<file path="src/reg_map_pkg.sv">
// Register map of the pattern generator
// Register indices, control bits, response codes and register types
package reg_map_pkg;

   // Register word and handler response
   typedef logic [31:0] data_t;
   typedef logic [1:0]  resp_t;

   // Register indices, byte address divided by four
   localparam int reg_fifo_ctl_c   = 0;
   localparam int reg_start_c      = 1;
   localparam int reg_f0_count_c   = 2;
   localparam int reg_f1_count_c   = 3;
   // First input word, further words follow in order
   localparam int reg_input_base_c = 16;

   // FIFO control register bits
   // Reset bits read back as the clear state, load bits are write-only
   localparam int bit_f0_reset_c = 0;
   localparam int bit_f1_reset_c = 1;
   localparam int bit_f0_load_c  = 2;
   localparam int bit_f1_load_c  = 3;

   // Handler responses
   localparam resp_t resp_okay_c   = 2'd0;
   localparam resp_t resp_decerr_c = 2'd3;

   // 128 bytes of register space
   localparam logic [6:0] addr_mask_c = 7'h7F;

endpackage

</file>
<file path="src/pattern_pkg.sv">
// Pattern generator shared types
// Pattern and count sizes, FIFO selection encoding, clear length
package pattern_pkg;

   // Default width of one pattern item, the top level may override it
   localparam int pattern_width_c = 64;

   // Width of the item counts
   localparam int count_width_c = 16;

   // Number of items held in one FIFO
   typedef logic [count_width_c-1:0] count_t;

   // One-hot FIFO selection
   typedef logic [1:0] fifo_sel_t;

   localparam fifo_sel_t sel_none_c = 2'b00;
   localparam fifo_sel_t sel_f0_c   = 2'b01;
   localparam fifo_sel_t sel_f1_c   = 2'b10;

   // Cycles a FIFO is held in reset after a clear request
   localparam int clear_cycles_c = 7;

endpackage
</file>
<file path="src/pattern_ctl_if.sv">
// Control bundle from the register stage to the FIFO loops and sequencer
// Load strobes, clear levels, input pattern, on-deck selection and counts
`timescale 1ns/100ps

interface pattern_ctl_if #(
   parameter int pattern_width = pattern_pkg::pattern_width_c
);
   import pattern_pkg::*;

   // One-cycle load strobes, one per FIFO
   logic [1:0]               load;
   // High while a FIFO is held in reset
   logic [1:0]               clear;
   // Assembled input words
   logic [pattern_width-1:0] pattern;
   // FIFO to stream at the next frame boundary
   fifo_sel_t                on_deck;
   // Items held in each FIFO
   count_t                   f0_count;
   count_t                   f1_count;

   // Register stage drives everything
   modport regs (output load, clear, pattern, on_deck, f0_count, f1_count);

   // FIFO side, bits picked per instance
   modport loop (input load, clear, pattern);

   // Sequencer only needs the selection and frame lengths
   modport seq (input on_deck, f0_count, f1_count);

endinterface

</file>
<file path="src/pattern_ctrl.sv">
// Pattern generator top level
// Register handler ports in, recirculating pattern stream out
`timescale 1ns/100ps

module pattern_ctrl #(
   parameter int pattern_width = pattern_pkg::pattern_width_c,
   parameter int fifo_depth    = 16
) (
   input  logic                     clk,
   input  logic                     resetn,
   // Write handler
   input  reg_map_pkg::data_t       wr_addr,
   input  reg_map_pkg::data_t       wr_data,
   input  logic                     wr_strobe,
   output reg_map_pkg::resp_t       wr_resp,
   output logic                     wr_idle,
   // Read handler
   input  reg_map_pkg::data_t       rd_addr,
   input  logic                     rd_strobe,
   output reg_map_pkg::data_t       rd_data,
   output reg_map_pkg::resp_t       rd_resp,
   output logic                     rd_idle,
   // Output stream
   output logic [pattern_width-1:0] out_data,
   output logic                     out_valid,
   input  logic                     out_ready
);
   import pattern_pkg::*;

   fifo_sel_t                active;
   logic [pattern_width-1:0] head_data [2];
   logic [1:0]               head_valid;
   logic [1:0]               pop;

   pattern_ctl_if #(.pattern_width(pattern_width)) ctl_if ();

   // ========================================
   // Register stage
   // ========================================
   pattern_regs #(
      .pattern_width(pattern_width)
   ) regs_inst (
      .clk      (clk),
      .resetn   (resetn),
      .wr_addr  (wr_addr),
      .wr_data  (wr_data),
      .wr_strobe(wr_strobe),
      .wr_resp  (wr_resp),
      .wr_idle  (wr_idle),
      .rd_addr  (rd_addr),
      .rd_strobe(rd_strobe),
      .rd_data  (rd_data),
      .rd_resp  (rd_resp),
      .rd_idle  (rd_idle),
      .active   (active),
      .ctl      (ctl_if)
   );

   // Two FIFO loops, each takes its own load and clear bit
   for (genvar i = 0; i < 2; i++) begin : g_loop
      pattern_loop #(
         .pattern_width(pattern_width),
         .fifo_depth   (fifo_depth)
      ) loop_inst (
         .clk       (clk),
         .resetn    (resetn),
         .load      (ctl_if.load[i]),
         .clear     (ctl_if.clear[i]),
         .pattern   (ctl_if.pattern),
         .pop       (pop[i]),
         .head_data (head_data[i]),
         .head_valid(head_valid[i])
      );
   end

   // ========================================
   // Output sequencer
   // ========================================
   pattern_sequencer #(
      .pattern_width(pattern_width)
   ) seq_inst (
      .clk        (clk),
      .resetn     (resetn),
      .ctl        (ctl_if),
      .head0_data (head_data[0]),
      .head0_valid(head_valid[0]),
      .head1_data (head_data[1]),
      .head1_valid(head_valid[1]),
      .pop0       (pop[0]),
      .pop1       (pop[1]),
      .active     (active),
      .out_data   (out_data),
      .out_valid  (out_valid),
      .out_ready  (out_ready)
   );

endmodule

</file>
<file path="src/pattern_sequencer.sv">
// Output sequencer
// Streams the active FIFO frame by frame and switches at frame boundaries
`timescale 1ns/100ps

module pattern_sequencer #(
   parameter int pattern_width = pattern_pkg::pattern_width_c
) (
   input  logic                     clk,
   input  logic                     resetn,
   pattern_ctl_if.seq               ctl,
   input  logic [pattern_width-1:0] head0_data,
   input  logic                     head0_valid,
   input  logic [pattern_width-1:0] head1_data,
   input  logic                     head1_valid,
   output logic                     pop0,
   output logic                     pop1,
   output pattern_pkg::fifo_sel_t   active,
   output logic [pattern_width-1:0] out_data,
   output logic                     out_valid,
   input  logic                     out_ready
);
   import pattern_pkg::*;

   // Items left in the current frame
   count_t remaining;
   logic   accept;
   logic   frame_end;

   // Valid only when the active FIFO holds a real head item
   // A recirculating item is never sent early
   assign out_valid = (active == sel_f0_c && head0_valid) ||
                      (active == sel_f1_c && head1_valid);

   assign out_data = (active == sel_f1_c) ? head1_data :
                     (active == sel_f0_c) ? head0_data : '0;

   // Handshake on the output stream
   assign accept = out_valid && out_ready;

   // Each accepted item leaves its FIFO
   assign pop0 = accept && (active == sel_f0_c);
   assign pop1 = accept && (active == sel_f1_c);

   // Frame ends when idle or when its last item goes out
   assign frame_end = (active == sel_none_c) || (accept && remaining == count_t'(1));

   // ========================================
   // Frame FSM
   // ========================================
   always_ff @(posedge clk) begin
      if (!resetn) begin
         active    <= sel_none_c;
         remaining <= '0;
      end else if (frame_end) begin
         // Pick up whatever is on deck right now
         // An emptied FIFO never starts a frame
         if (ctl.on_deck == sel_f0_c && ctl.f0_count != '0) begin
            active    <= sel_f0_c;
            remaining <= ctl.f0_count;
         end else if (ctl.on_deck == sel_f1_c && ctl.f1_count != '0) begin
            active    <= sel_f1_c;
            remaining <= ctl.f1_count;
         end else begin
            active    <= sel_none_c;
            remaining <= '0;
         end
      end else if (accept) begin
         remaining <= remaining - 1'b1;
      end
   end

   // Stalled item stays on the bus until taken
   a_hold_on_stall: assert property (@(posedge clk) disable iff (!resetn)
      out_valid && !out_ready |=> out_valid && $stable(out_data))
      else $error("output changed while stalled");

endmodule

</file>
<file path="src/pattern_loop.sv">
// Recirculating pattern FIFO
// Loaded from the register stage, every popped head item is written back
`timescale 1ns/100ps

module pattern_loop #(
   parameter int pattern_width = pattern_pkg::pattern_width_c,
   parameter int fifo_depth    = 16
) (
   input  logic                     clk,
   input  logic                     resetn,
   input  logic                     load,
   input  logic                     clear,
   input  logic [pattern_width-1:0] pattern,
   input  logic                     pop,
   output logic [pattern_width-1:0] head_data,
   output logic                     head_valid
);
   localparam int ptr_w_c = $clog2(fifo_depth);

   logic                     fifo_rst;
   logic [pattern_width-1:0] in_data;
   logic                     in_valid;
   logic [pattern_width-1:0] mem [fifo_depth];
   logic [ptr_w_c:0]         wr_ptr;
   logic [ptr_w_c:0]         rd_ptr;
   logic                     full;
   logic                     empty;

   // System reset or a timed clear from software
   assign fifo_rst = !resetn || clear;

   // Extra pointer bit tells full from empty
   assign empty = (wr_ptr == rd_ptr);
   assign full  = (wr_ptr[ptr_w_c] != rd_ptr[ptr_w_c]) &&
                  (wr_ptr[ptr_w_c-1:0] == rd_ptr[ptr_w_c-1:0]);

   // Show-ahead head of the FIFO
   assign head_data  = mem[rd_ptr[ptr_w_c-1:0]];
   assign head_valid = !empty;

   // ========================================
   // Input selector
   // ========================================
   always_ff @(posedge clk) begin
      if (fifo_rst) begin
         in_valid <= 1'b0;
      end else begin
         in_valid <= load || pop;
      end
   end

   // Load wins over feedback
   always_ff @(posedge clk) begin
      if (load) begin
         in_data <= pattern;
      end else if (pop) begin
         in_data <= head_data;
      end
   end

   // ========================================
   // Storage and pointers
   // ========================================
   always_ff @(posedge clk) begin
      if (in_valid) begin
         mem[wr_ptr[ptr_w_c-1:0]] <= in_data;
      end
   end

   always_ff @(posedge clk) begin
      if (fifo_rst) begin
         wr_ptr <= '0;
         rd_ptr <= '0;
      end else begin
         if (in_valid) begin
            wr_ptr <= wr_ptr + 1'b1;
         end
         if (pop) begin
            rd_ptr <= rd_ptr + 1'b1;
         end
      end
   end

   // Loads beyond the depth would overwrite the pattern
   a_no_overflow: assert property (@(posedge clk) disable iff (fifo_rst)
      in_valid |-> !full)
      else $error("write into a full pattern FIFO");

   // Sequencer pops only a valid head
   a_no_underflow: assert property (@(posedge clk) disable iff (fifo_rst)
      pop |-> !empty)
      else $error("pop from an empty pattern FIFO");

endmodule

</file>
<file path="src/pattern_regs.sv">
// Pattern generator register stage
// Decodes handler writes and reads, keeps counts, clear timers and input words
`timescale 1ns/100ps

module pattern_regs #(
   parameter int pattern_width = pattern_pkg::pattern_width_c
) (
   input  logic                  clk,
   input  logic                  resetn,
   input  reg_map_pkg::data_t    wr_addr,
   input  reg_map_pkg::data_t    wr_data,
   input  logic                  wr_strobe,
   output reg_map_pkg::resp_t    wr_resp,
   output logic                  wr_idle,
   input  reg_map_pkg::data_t    rd_addr,
   input  logic                  rd_strobe,
   output reg_map_pkg::data_t    rd_data,
   output reg_map_pkg::resp_t    rd_resp,
   output logic                  rd_idle,
   input  pattern_pkg::fifo_sel_t active,
   pattern_ctl_if.regs           ctl
);
   import pattern_pkg::*;
   import reg_map_pkg::*;

   localparam int word_w_c  = $bits(data_t);
   localparam int words_c   = pattern_width / word_w_c;
   localparam int timer_w_c = $clog2(clear_cycles_c + 1);

   logic [4:0]           wr_idx;
   logic [4:0]           rd_idx;
   logic [4:0]           wr_word;
   logic [4:0]           rd_word;
   logic                 wr_input_hit;
   logic                 rd_input_hit;
   logic                 wr_known;
   logic                 start_ok;
   logic [timer_w_c-1:0] clear_timer [2];
   logic                 clear_wait;

   // Byte address to register index
   assign wr_idx  = 5'((wr_addr[6:0] & addr_mask_c) >> 2);
   assign rd_idx  = 5'((rd_addr[6:0] & addr_mask_c) >> 2);
   assign wr_word = wr_idx - 5'(reg_input_base_c);
   assign rd_word = rd_idx - 5'(reg_input_base_c);

   // Input words occupy a window above the base index
   assign wr_input_hit = (wr_idx >= reg_input_base_c) && (wr_idx < reg_input_base_c + words_c);
   assign rd_input_hit = (rd_idx >= reg_input_base_c) && (rd_idx < reg_input_base_c + words_c);

   // Writable registers, the counts are read-only
   assign wr_known = (wr_idx == reg_fifo_ctl_c) || (wr_idx == reg_start_c) || wr_input_hit;

   // Only a single FIFO that holds data may go on deck
   assign start_ok = (wr_data[1:0] == sel_f0_c && ctl.f0_count != '0) ||
                     (wr_data[1:0] == sel_f1_c && ctl.f1_count != '0);

   // Write side busy until both clears have finished
   assign wr_idle = !wr_strobe && !clear_wait;
   assign rd_idle = !rd_strobe;

   // FIFO held in reset while its timer runs
   assign ctl.clear[0] = (clear_timer[0] != '0);
   assign ctl.clear[1] = (clear_timer[1] != '0);

   // ========================================
   // Control state
   // ========================================
   always_ff @(posedge clk) begin
      if (!resetn) begin
         ctl.load       <= '0;
         ctl.on_deck    <= sel_none_c;
         ctl.f0_count   <= '0;
         ctl.f1_count   <= '0;
         clear_timer[0] <= '0;
         clear_timer[1] <= '0;
         clear_wait     <= 1'b0;
      end else begin
         // Load strobes last one cycle
         ctl.load <= '0;

         // Timers run down to zero
         for (int i = 0; i < 2; i++) begin
            if (clear_timer[i] != '0) begin
               clear_timer[i] <= clear_timer[i] - 1'b1;
            end
         end
         if (clear_wait && clear_timer[0] == '0 && clear_timer[1] == '0) begin
            clear_wait <= 1'b0;
         end

         if (wr_strobe) begin
            case (wr_idx)
               reg_fifo_ctl_c: begin
                  // Clear first so a load in the same write still counts
                  if (wr_data[bit_f0_reset_c]) begin
                     ctl.f0_count   <= '0;
                     clear_timer[0] <= timer_w_c'(clear_cycles_c);
                     clear_wait     <= 1'b1;
                  end
                  if (wr_data[bit_f1_reset_c]) begin
                     ctl.f1_count   <= '0;
                     clear_timer[1] <= timer_w_c'(clear_cycles_c);
                     clear_wait     <= 1'b1;
                  end
                  if (wr_data[bit_f0_load_c]) begin
                     ctl.load[0]  <= 1'b1;
                     ctl.f0_count <= ctl.f0_count + 1'b1;
                  end
                  if (wr_data[bit_f1_load_c]) begin
                     ctl.load[1]  <= 1'b1;
                     ctl.f1_count <= ctl.f1_count + 1'b1;
                  end
               end
               reg_start_c: ctl.on_deck <= start_ok ? fifo_sel_t'(wr_data[1:0]) : sel_none_c;
               default: ;
            endcase
         end
      end
   end

   // ========================================
   // Input words and responses
   // ========================================
   always_ff @(posedge clk) begin
      if (wr_strobe) begin
         wr_resp <= wr_known ? resp_okay_c : resp_decerr_c;
         if (wr_input_hit) begin
            ctl.pattern[int'(wr_word) * word_w_c +: word_w_c] <= wr_data;
         end
      end
   end

   always_ff @(posedge clk) begin
      if (rd_strobe) begin
         rd_resp <= resp_okay_c;
         case (rd_idx)
            reg_fifo_ctl_c: rd_data <= data_t'(ctl.clear);
            reg_start_c:    rd_data <= data_t'(active);
            reg_f0_count_c: rd_data <= data_t'(ctl.f0_count);
            reg_f1_count_c: rd_data <= data_t'(ctl.f1_count);
            default: begin
               if (rd_input_hit) begin
                  rd_data <= ctl.pattern[int'(rd_word) * word_w_c +: word_w_c];
               end else begin
                  rd_resp <= resp_decerr_c;
               end
            end
         endcase
      end
   end

   // Host must wait for idle before the next write
   a_wr_when_idle: assert property (@(posedge clk) disable iff (!resetn)
      wr_strobe |-> !clear_wait)
      else $error("write strobe while a FIFO clear is in progress");

endmodule

</file>
<file path="config.mk">
export PLATFORM = sky130hd
export DESIGN_NAME = pattern_ctrl
export DESIGN_NICKNAME = d
export VERILOG_FILES = /design/src/reg_map_pkg.sv /design/src/pattern_pkg.sv /design/src/pattern_ctl_if.sv /design/src/pattern_ctrl.sv /design/src/pattern_sequencer.sv /design/src/pattern_loop.sv /design/src/pattern_regs.sv
export SDC_FILE = /design/constraint.sdc
export NUM_CORES = 2
export LEC_CHECK = 0
export BUFFER_PORTS_ARGS = -buffer_cell sky130_fd_sc_hd__buf_2
export CAP_MARGIN = 0
export CORE_ASPECT_RATIO = 0.8
export CORE_MARGIN = 2
export CORE_UTILIZATION = 35
export CTS_CLUSTER_SIZE = 14
export DETAILED_ROUTE_END_ITERATION = 6
export PLACE_DENSITY_LB_ADDON = 0.1
export SETUP_SLACK_MARGIN = 0.02
export SKIP_CTS_REPAIR_TIMING = 1
export SYNTH_ARGS = -nofsm -noshare
export SYNTH_HDL_FRONTEND = slang
export SYNTH_SLANG_ARGS = --single-unit
</file>
<file path="constraint.sdc">
create_clock -name clk -period 7.8 [get_ports clk]
set_input_delay 1.56 -clock clk [delete_from_list [all_inputs] [get_ports clk]]
set_output_delay 1.56 -clock clk [all_outputs]
set_load 0.02 [all_outputs]
</file>
# --- Word-level counts from Yosys, hierarchy flattened ---
# Memory sizes are Yosys's and may differ from the RTL's. A register that Yosys moved wholly into a read port is not among the register bits.
# Cells that the tools add are included.
word_totals:
  regBits: 305
  latchBits: 0
  ramBits: 2054
  mem_bits_ro: 0
  input_bits: 101
  out_inout_bits: 103
  wordCells: 168
  mem_count: 3
classes:
  addsub: 12
  n_mul: 0
  div_mod_pow: 0
  order_cmp: 4
  eq_ne: 13
  n_shift: 3
  mux: 58
  bitwise_logic: 4
  n_reduce_logical: 52
mem_list:
  columns: ["memory", "depth", "word_bits", "read_ports", "rd_ports_with_merged_regs", "wr", "line", "text"]
  rows:
  - ["g_loop[0].loop_inst.mem", 16, 64, 1, 1, 1, "pattern_loop.sv:23", "logic [pattern_width-1:0] mem [fifo_depth];"]
  - ["g_loop[1].loop_inst.mem", 16, 64, 1, 1, 1, "pattern_loop.sv:23", null]
  - ["regs_inst.clear_timer", 2, 3, 2, 0, 2, "pattern_regs.sv:38", "logic [timer_w_c-1:0] clear_timer [2];"]
op_table:
  columns: ["cell", "count"]
  rows:
  - ["2-to-1 mux 64 bit", 6]
  - ["2-to-1 mux 16 bit", 8]
  - ["one-hot mux 32 bit (4 select lines)", 1]
  - ["bitwise mux 64 bit", 1]
  - ["variable shift 32 x 33 -> 64 bit, first input constant", 1]
  - ["variable part select 32 x 33 -> 64 bit", 1]
  - ["variable part select 64 x 11 -> 32 bit", 1]
  - ["negator 10 -> 33 bit", 1]
  - ["adder 16 x 1 -> 16 bit, second input constant", 2]
  - ["2-to-1 mux 32 bit", 1]
  - ["nonzero test 16 bit", 2]
  - ["2-to-1 mux 1 bit", 28]
  - ["adder 5 x 1 -> 5 bit, second input constant", 4]
  - ["equality test 16 x 1 -> 1 bit, second input constant", 1]
  - ["2-to-1 mux 4 bit", 4]
  - ["subtractor 16 x 1 -> 16 bit, second input constant", 1]
  - ["logical AND 1 bit", 15]
  - ["2-to-1 mux 3 bit", 4]
  - ["equality test 5 x 1 -> 1 bit, second input constant", 2]
  - ["equality test 5 x 2 -> 1 bit, second input constant", 2]
  - ["equality test 5 bit", 2]
  - [">= comparator 5 bit, second input constant", 2]
  - ["logical NOT 5 bit", 2]
  - ["< comparator 5 bit, second input constant", 2]
  - ["16 further kinds", 52]

# --- Depth between registers and ports, before layout ---
depth:
  ltp_word: 8
  mapped_depth: 11
  mapped_depth_nobuf: 11

# --- Cells and area by module ---
# Synthesis repeated with hierarchy kept, for this count alone.
unflattened:
  hier_cells: 4818
  hier_area_um2: 93667.3
modules_own_cells:
  columns: ["module", "n_inst", "cells_each", "area_per_inst_um2", "seq_area_each_um2"]
  rows:
  - ["pattern_loop (g_loop[0].loop_inst)", 1, 1996, 42564.6, 32971.6]
  - ["pattern_loop (g_loop[1].loop_inst)", 1, 1996, 42560.8, 32971.6]
  - ["pattern_regs", 1, 564, 6476.2, 3803.6]
  - ["pattern_sequencer", 1, 262, 2065.7, 360.3]

# --- Worst setup path before layout ---
# OpenSTA, ideal clock, no wires.
synth_path:
  kind: "input port to flip-flop"
  from: "input port wr_addr[2]"
  to: "register regs_inst.ctl.pattern[0] (enable)"
  setup_ps: 502
  t_arrival_ps: 5680
  t_required_ps: 7298
  setup_slack_ps: 1619
  cell_stages: 9
  path_buffers: 0
  path_cell_list: "inv_1 ha_1 and2_1 ha_1 nor2_1 nand3_1 o21ai_0 nand4_1 nor4_1"
synth_between:
  elab_chain_cells: 3
synth_lines:
  columns: ["item", "line", "text"]
  rows:
  - ["start, declared", "pattern_ctrl.sv:12", "input reg_map_pkg::data_t wr_addr,"]
  - [">= comparator 5 bit or < comparator 5 bit (tied branches)", "pattern_regs.sv:48", "assign wr_input_hit = (wr_idx >= reg_input_base_c) && (wr_idx < reg_input_base_c + words_c);"]
  - ["logical AND 1 bit (*)", "pattern_regs.sv:48", null]
  - ["AND reduction 2 bit (no line) (*)", null, null]
  - ["end signal, assigned by index", "pattern_regs.sv:129", "ctl.pattern[int'(wr_word) * word_w_c +: word_w_c] <= wr_data;"]
  - ["end, declared", "pattern_ctl_if.sv:23", "modport regs (output load, clear, pattern, on_deck, f0_count, f1_count);"]
# Every way passes the cells marked *; elsewhere a longest branch is shown, timed or not.
# A chain may end at the register's enable or synchronous reset.

==> flow_summary_export.csv <==
group,metric,value,unit
power_and_ir_drop,internal_power,20050,uW
sta,drv_slew,0,
power_and_ir_drop,power,25130,uW
synthesis,synth_nets,4220,
grt,grt_pass1_vias,44634,
synthesis,synthesis.area,91630,sq um
sta,fin_crit_sh,0.7451,
grt,grt_overflow,0,
detailed_routing,wl_per_cell,34.37,um
critical_path,cp_max_fo,32,
detailed_routing,wl,275.3,mm
finish,syn_to_final_growth,13.81,%
synthesis,synth_edf_count,2274,
sta,hold_viol,0,
cts,cts_buffer_depth,4,
sta,setup_tns,0,ns
critical_path,cp_slowest_stage_delay,0.93,ns
die,die_area,265900,sq um
cts,clkLatencyLatePin,0.90,ns
power_and_ir_drop,seq_power_share,0.547,
sta,fmax,0.1721,GHz
power_and_ir_drop,peakVddDrop,0.0001784,V
synthesis,seq_area_frac_synth,0.7652,
synthesis,synthArstFlopShare,0,
finish,num-nets-final,4482,
power_and_ir_drop,power.share.clock,0.444,
die,start_util,0.3531,
die,std_cell_rows,167,
critical_path,crit_path_frequent_cell,"mux4_2",
cts,numCtsBuffers,242,
power_and_ir_drop,p_sw_frac,0.2021,
critical_path,startpoint_type,"flip-flop",
cts,htreeDepth,4,
critical_path,path_class,"reg2out",
finish,multi_input_area,20640,sq um
synthesis,yosys.cell_types.count,59,
sta,setup_ws,1.988,ns
placed_design,numPortBuffers,149,
die,core_area,259500,sq um
sta,fin_skew,0.06556,ns
finish,seqCellArea,70140,sq um
die,die_h,461.6,um
detailed_routing,routed_via_density,5.504,
critical_path,path_cells,"buf_4 -> mux4_2 -> mux4_2 -> a22o_1 -> buf_2",
sta,min_period,5.812,ns
critical_path,cp_data_required_time,6.24,ns
cts,cts.sinks,2365,
power_and_ir_drop,p_leak,0.03153,uW
sta,finalSetupViolations,0,
detailed_routing,drtIter0Drc,4621,
grt,antenna_found_initial,29,
placed_design,place.gp.congestion,0.7482,
critical_path,crit_arrival,4.25,ns
cts,cts.clk_slew.worst_paths,0.06,ns
power_and_ir_drop,combPwrFrac,0.010,
finish,fill_cells,23012,
synthesis,ys_ff_latch,2365,
run,max_cap_viol_count,0,
sta,maxSlewHeadroom,0.2217,
die,io_pins,204,
synthesis,synth_area_per_cell,22.37,sq um
synthesis,ys_warn_count,0,
critical_path,cp_slowest_cell,"dfxtp_4",
min_path,worstHoldPathType,"reg2reg",
grt,grt_usage,0.2057,
critical_path,r2r-start,"seq_inst.active[0]$_SDFFE_PN0N_",
sta,holdWs,0.4702,ns
min_path,hold_path.startpoint,"regs_inst.clear_wait$_SDFF_PN0_",
detailed_routing,postRouteAntennaNets,0,
detailed_routing,via_count,44089,
finish,drive_gt1_frac,0.3100,
critical_path,crit_path_end_kind,"primary output",
sta,rsz0062_at_grt,"no",
placed_design,dp_hpwl,152.2,mm
run_status,status,"complete, no violations",
cts,cts-root-buf,"clkbuf_16",
sta,worstMarginPinSlew,1.167,ns
synthesis,synth_top_flop_cell,"edfxtp_1",
power_and_ir_drop,p_sw,5078,uW
grt,grt_pass1_wl,377.5,mm
grt,grt_max_degree,116,
detailed_routing,dr.pass1.iters,7,
synthesis,synthCells,4095,
placed_design,preCtsSetupSlack,2.751,ns
detailed_routing,drc,0,
power_and_ir_drop,power_density,241.0,nW/um^2
cts,cts_tree,"done",
die,die_w,576.0,um
[path summary, 6_finish.rpt]
| check | endpoint | slack [ns] | depth (start not counted) |
|---|---|---|---|
| setup reg to reg | g_loop[0].loop_inst.in_data[7]$_DFFE_PP_ | 3.83 | 5 |
| hold / removal | regs_inst.clear_wait$_SDFF_PN0_ | 0.47 | 2 |
| setup / recovery | out_data[59] | 1.99 | 5 |
| hold reg to reg | regs_inst.clear_wait$_SDFF_PN0_ | 0.47 | 2 |
[cells in the final DEF, fill, tap and decap left out, types with 53 or more instances in the layout]
cell / n
buf_4: 85
buf_2: 148
mux2_2: 133
clkinv_1: 53
clkbuf_1: 53
edfxtp_1: 2274
nor2_1: 102
a22o_1: 71
and2_1: 69
clkbuf_16: 244
dfxtp_1: 81
mux4_2: 640
[power groups by stage]
stage               Sequential (uW)  Combinational (uW)  Clock, uW
CTS                           13700                 242      11400
detailed placement            14000                 241          0
finish                        13700                 239      11100
global route                  13700                 261      11900
floorplan                     14000                 147          0
global placement              14000                 238          0
[cell usage after synthesis (3+ instances only)]
cell type / instances / share of area
nand2_1: 50 / 0.0020
buf_2: 14 / 0.00076
inv_1: 31 / 0.0013
buf_4: 4 / 0.00033
o22ai_1: 6 / 0.00041
a22o_1: 71 / 0.0068
and4_1: 5 / 0.00048
a21oi_1: 36 / 0.0020
o21a_1: 3 / 0.00025
or2_2: 7 / 0.00048
o2111ai_1: 3 / 0.00029
mux2_2: 133 / 0.016
xnor2_1: 17 / 0.0016
buf_1: 49 / 0.0020
clkbuf_1: 160 / 0.0066
and3_1: 8 / 0.00055
nor3_1: 14 / 0.00076
mux4_2: 640 / 0.16
nand3_1: 19 / 0.0010
nor4_1: 11 / 0.00075
o21ai_0: 44 / 0.0024
or3_1: 11 / 0.00075
xor2_1: 29 / 0.0028
edfxtp_1: 2274 / 0.75
nor2b_1: 12 / 0.00082
and2_1: 101 / 0.0069
dfxtp_1: 91 / 0.020
ha_1: 24 / 0.0033
nor2_1: 104 / 0.0043
nand4_1: 14 / 0.00096
nor4b_1: 7 / 0.00067
a22oi_1: 26 / 0.0021
mux2i_1: 42 / 0.0046
[final cells by class]
| cell class | instances | share of cell area |
|---|---|---|
| Sequential cell | 2365 | 0.6727 |
| Multi-Input combinational cell | 1471 | 0.1980 |
| Clock buffer | 298 | 0.06059 |
| Tap cell | 3464 | 0.04156 |
| Timing Repair Buffer | 246 | 0.01572 |
| Clock inverter | 134 | 0.01035 |
| Inverter | 31 | 0.001116 |
| Antenna cell | 1 | 0.00002400 |
[worst max-delay path, delay by kind of cell (launching register included)]
kind	cells	cell delay, ns
buffers and inverters	2	0.84
AOI/OAI and AO/OA	1	0.37
DFF	1	0.93
muxes	2	1.19
[state kept, by name, summed over array words and instances, names as in the netlist, named ones only]
register,cells
regs_inst.clear_timer,6
regs_inst.ctl.on_deck,2
g_loop.loop_inst.in_data,128
regs_inst.rd_data,32
seq_inst.remaining,16
regs_inst.ctl.pattern,64
g_loop.loop_inst.wr_ptr,10
regs_inst.rd_resp,1
g_loop.loop_inst.in_valid,2
g_loop.loop_inst.mem,2048
regs_inst.ctl.f1_count,16
seq_inst.active,2
regs_inst.ctl.f0_count,16
regs_inst.ctl.load,2
g_loop.loop_inst.rd_ptr,10
regs_inst.clear_wait,1
regs_inst.wr_resp,1
[kinds of logic after synthesis]
kind of cell,after synthesis,synth area share
and+or+nand+nor,375,0.02155
AOI/OAI and AO/OA,210,0.01617
DFF,2365,0.7652
muxes,816,0.1784
xor gates and xnor gates,46,0.004397
buffers and inverters,259,0.01105
adders and majority gates,24,0.003277
[through the flow]
step | cell area (sq um) | utilization | cells
2_1_floorplan | 91630 | - | 4095
3_3_place_gp | 96880 | 0.3733 | 7577
3_5_place_dp | 96880 | 0.3733 | 7577
4_1_cts | 104300 | 0.4018 | 8009
5_1_grt | 104300 | 0.4018 | 8009
6_report | 104300 | 0.4018 | 8010
[routing by layer]
layer,vias to the layer above,track usage,share of wire
li1,17800,-,-
met1,24651,0.3116,0.47
met2,1355,0.3146,0.45
met3,277,0.03442,0.059
met4,6,0.03723,0.016
met5,-,0,0.00013
(Power assumes the default switching activity.)
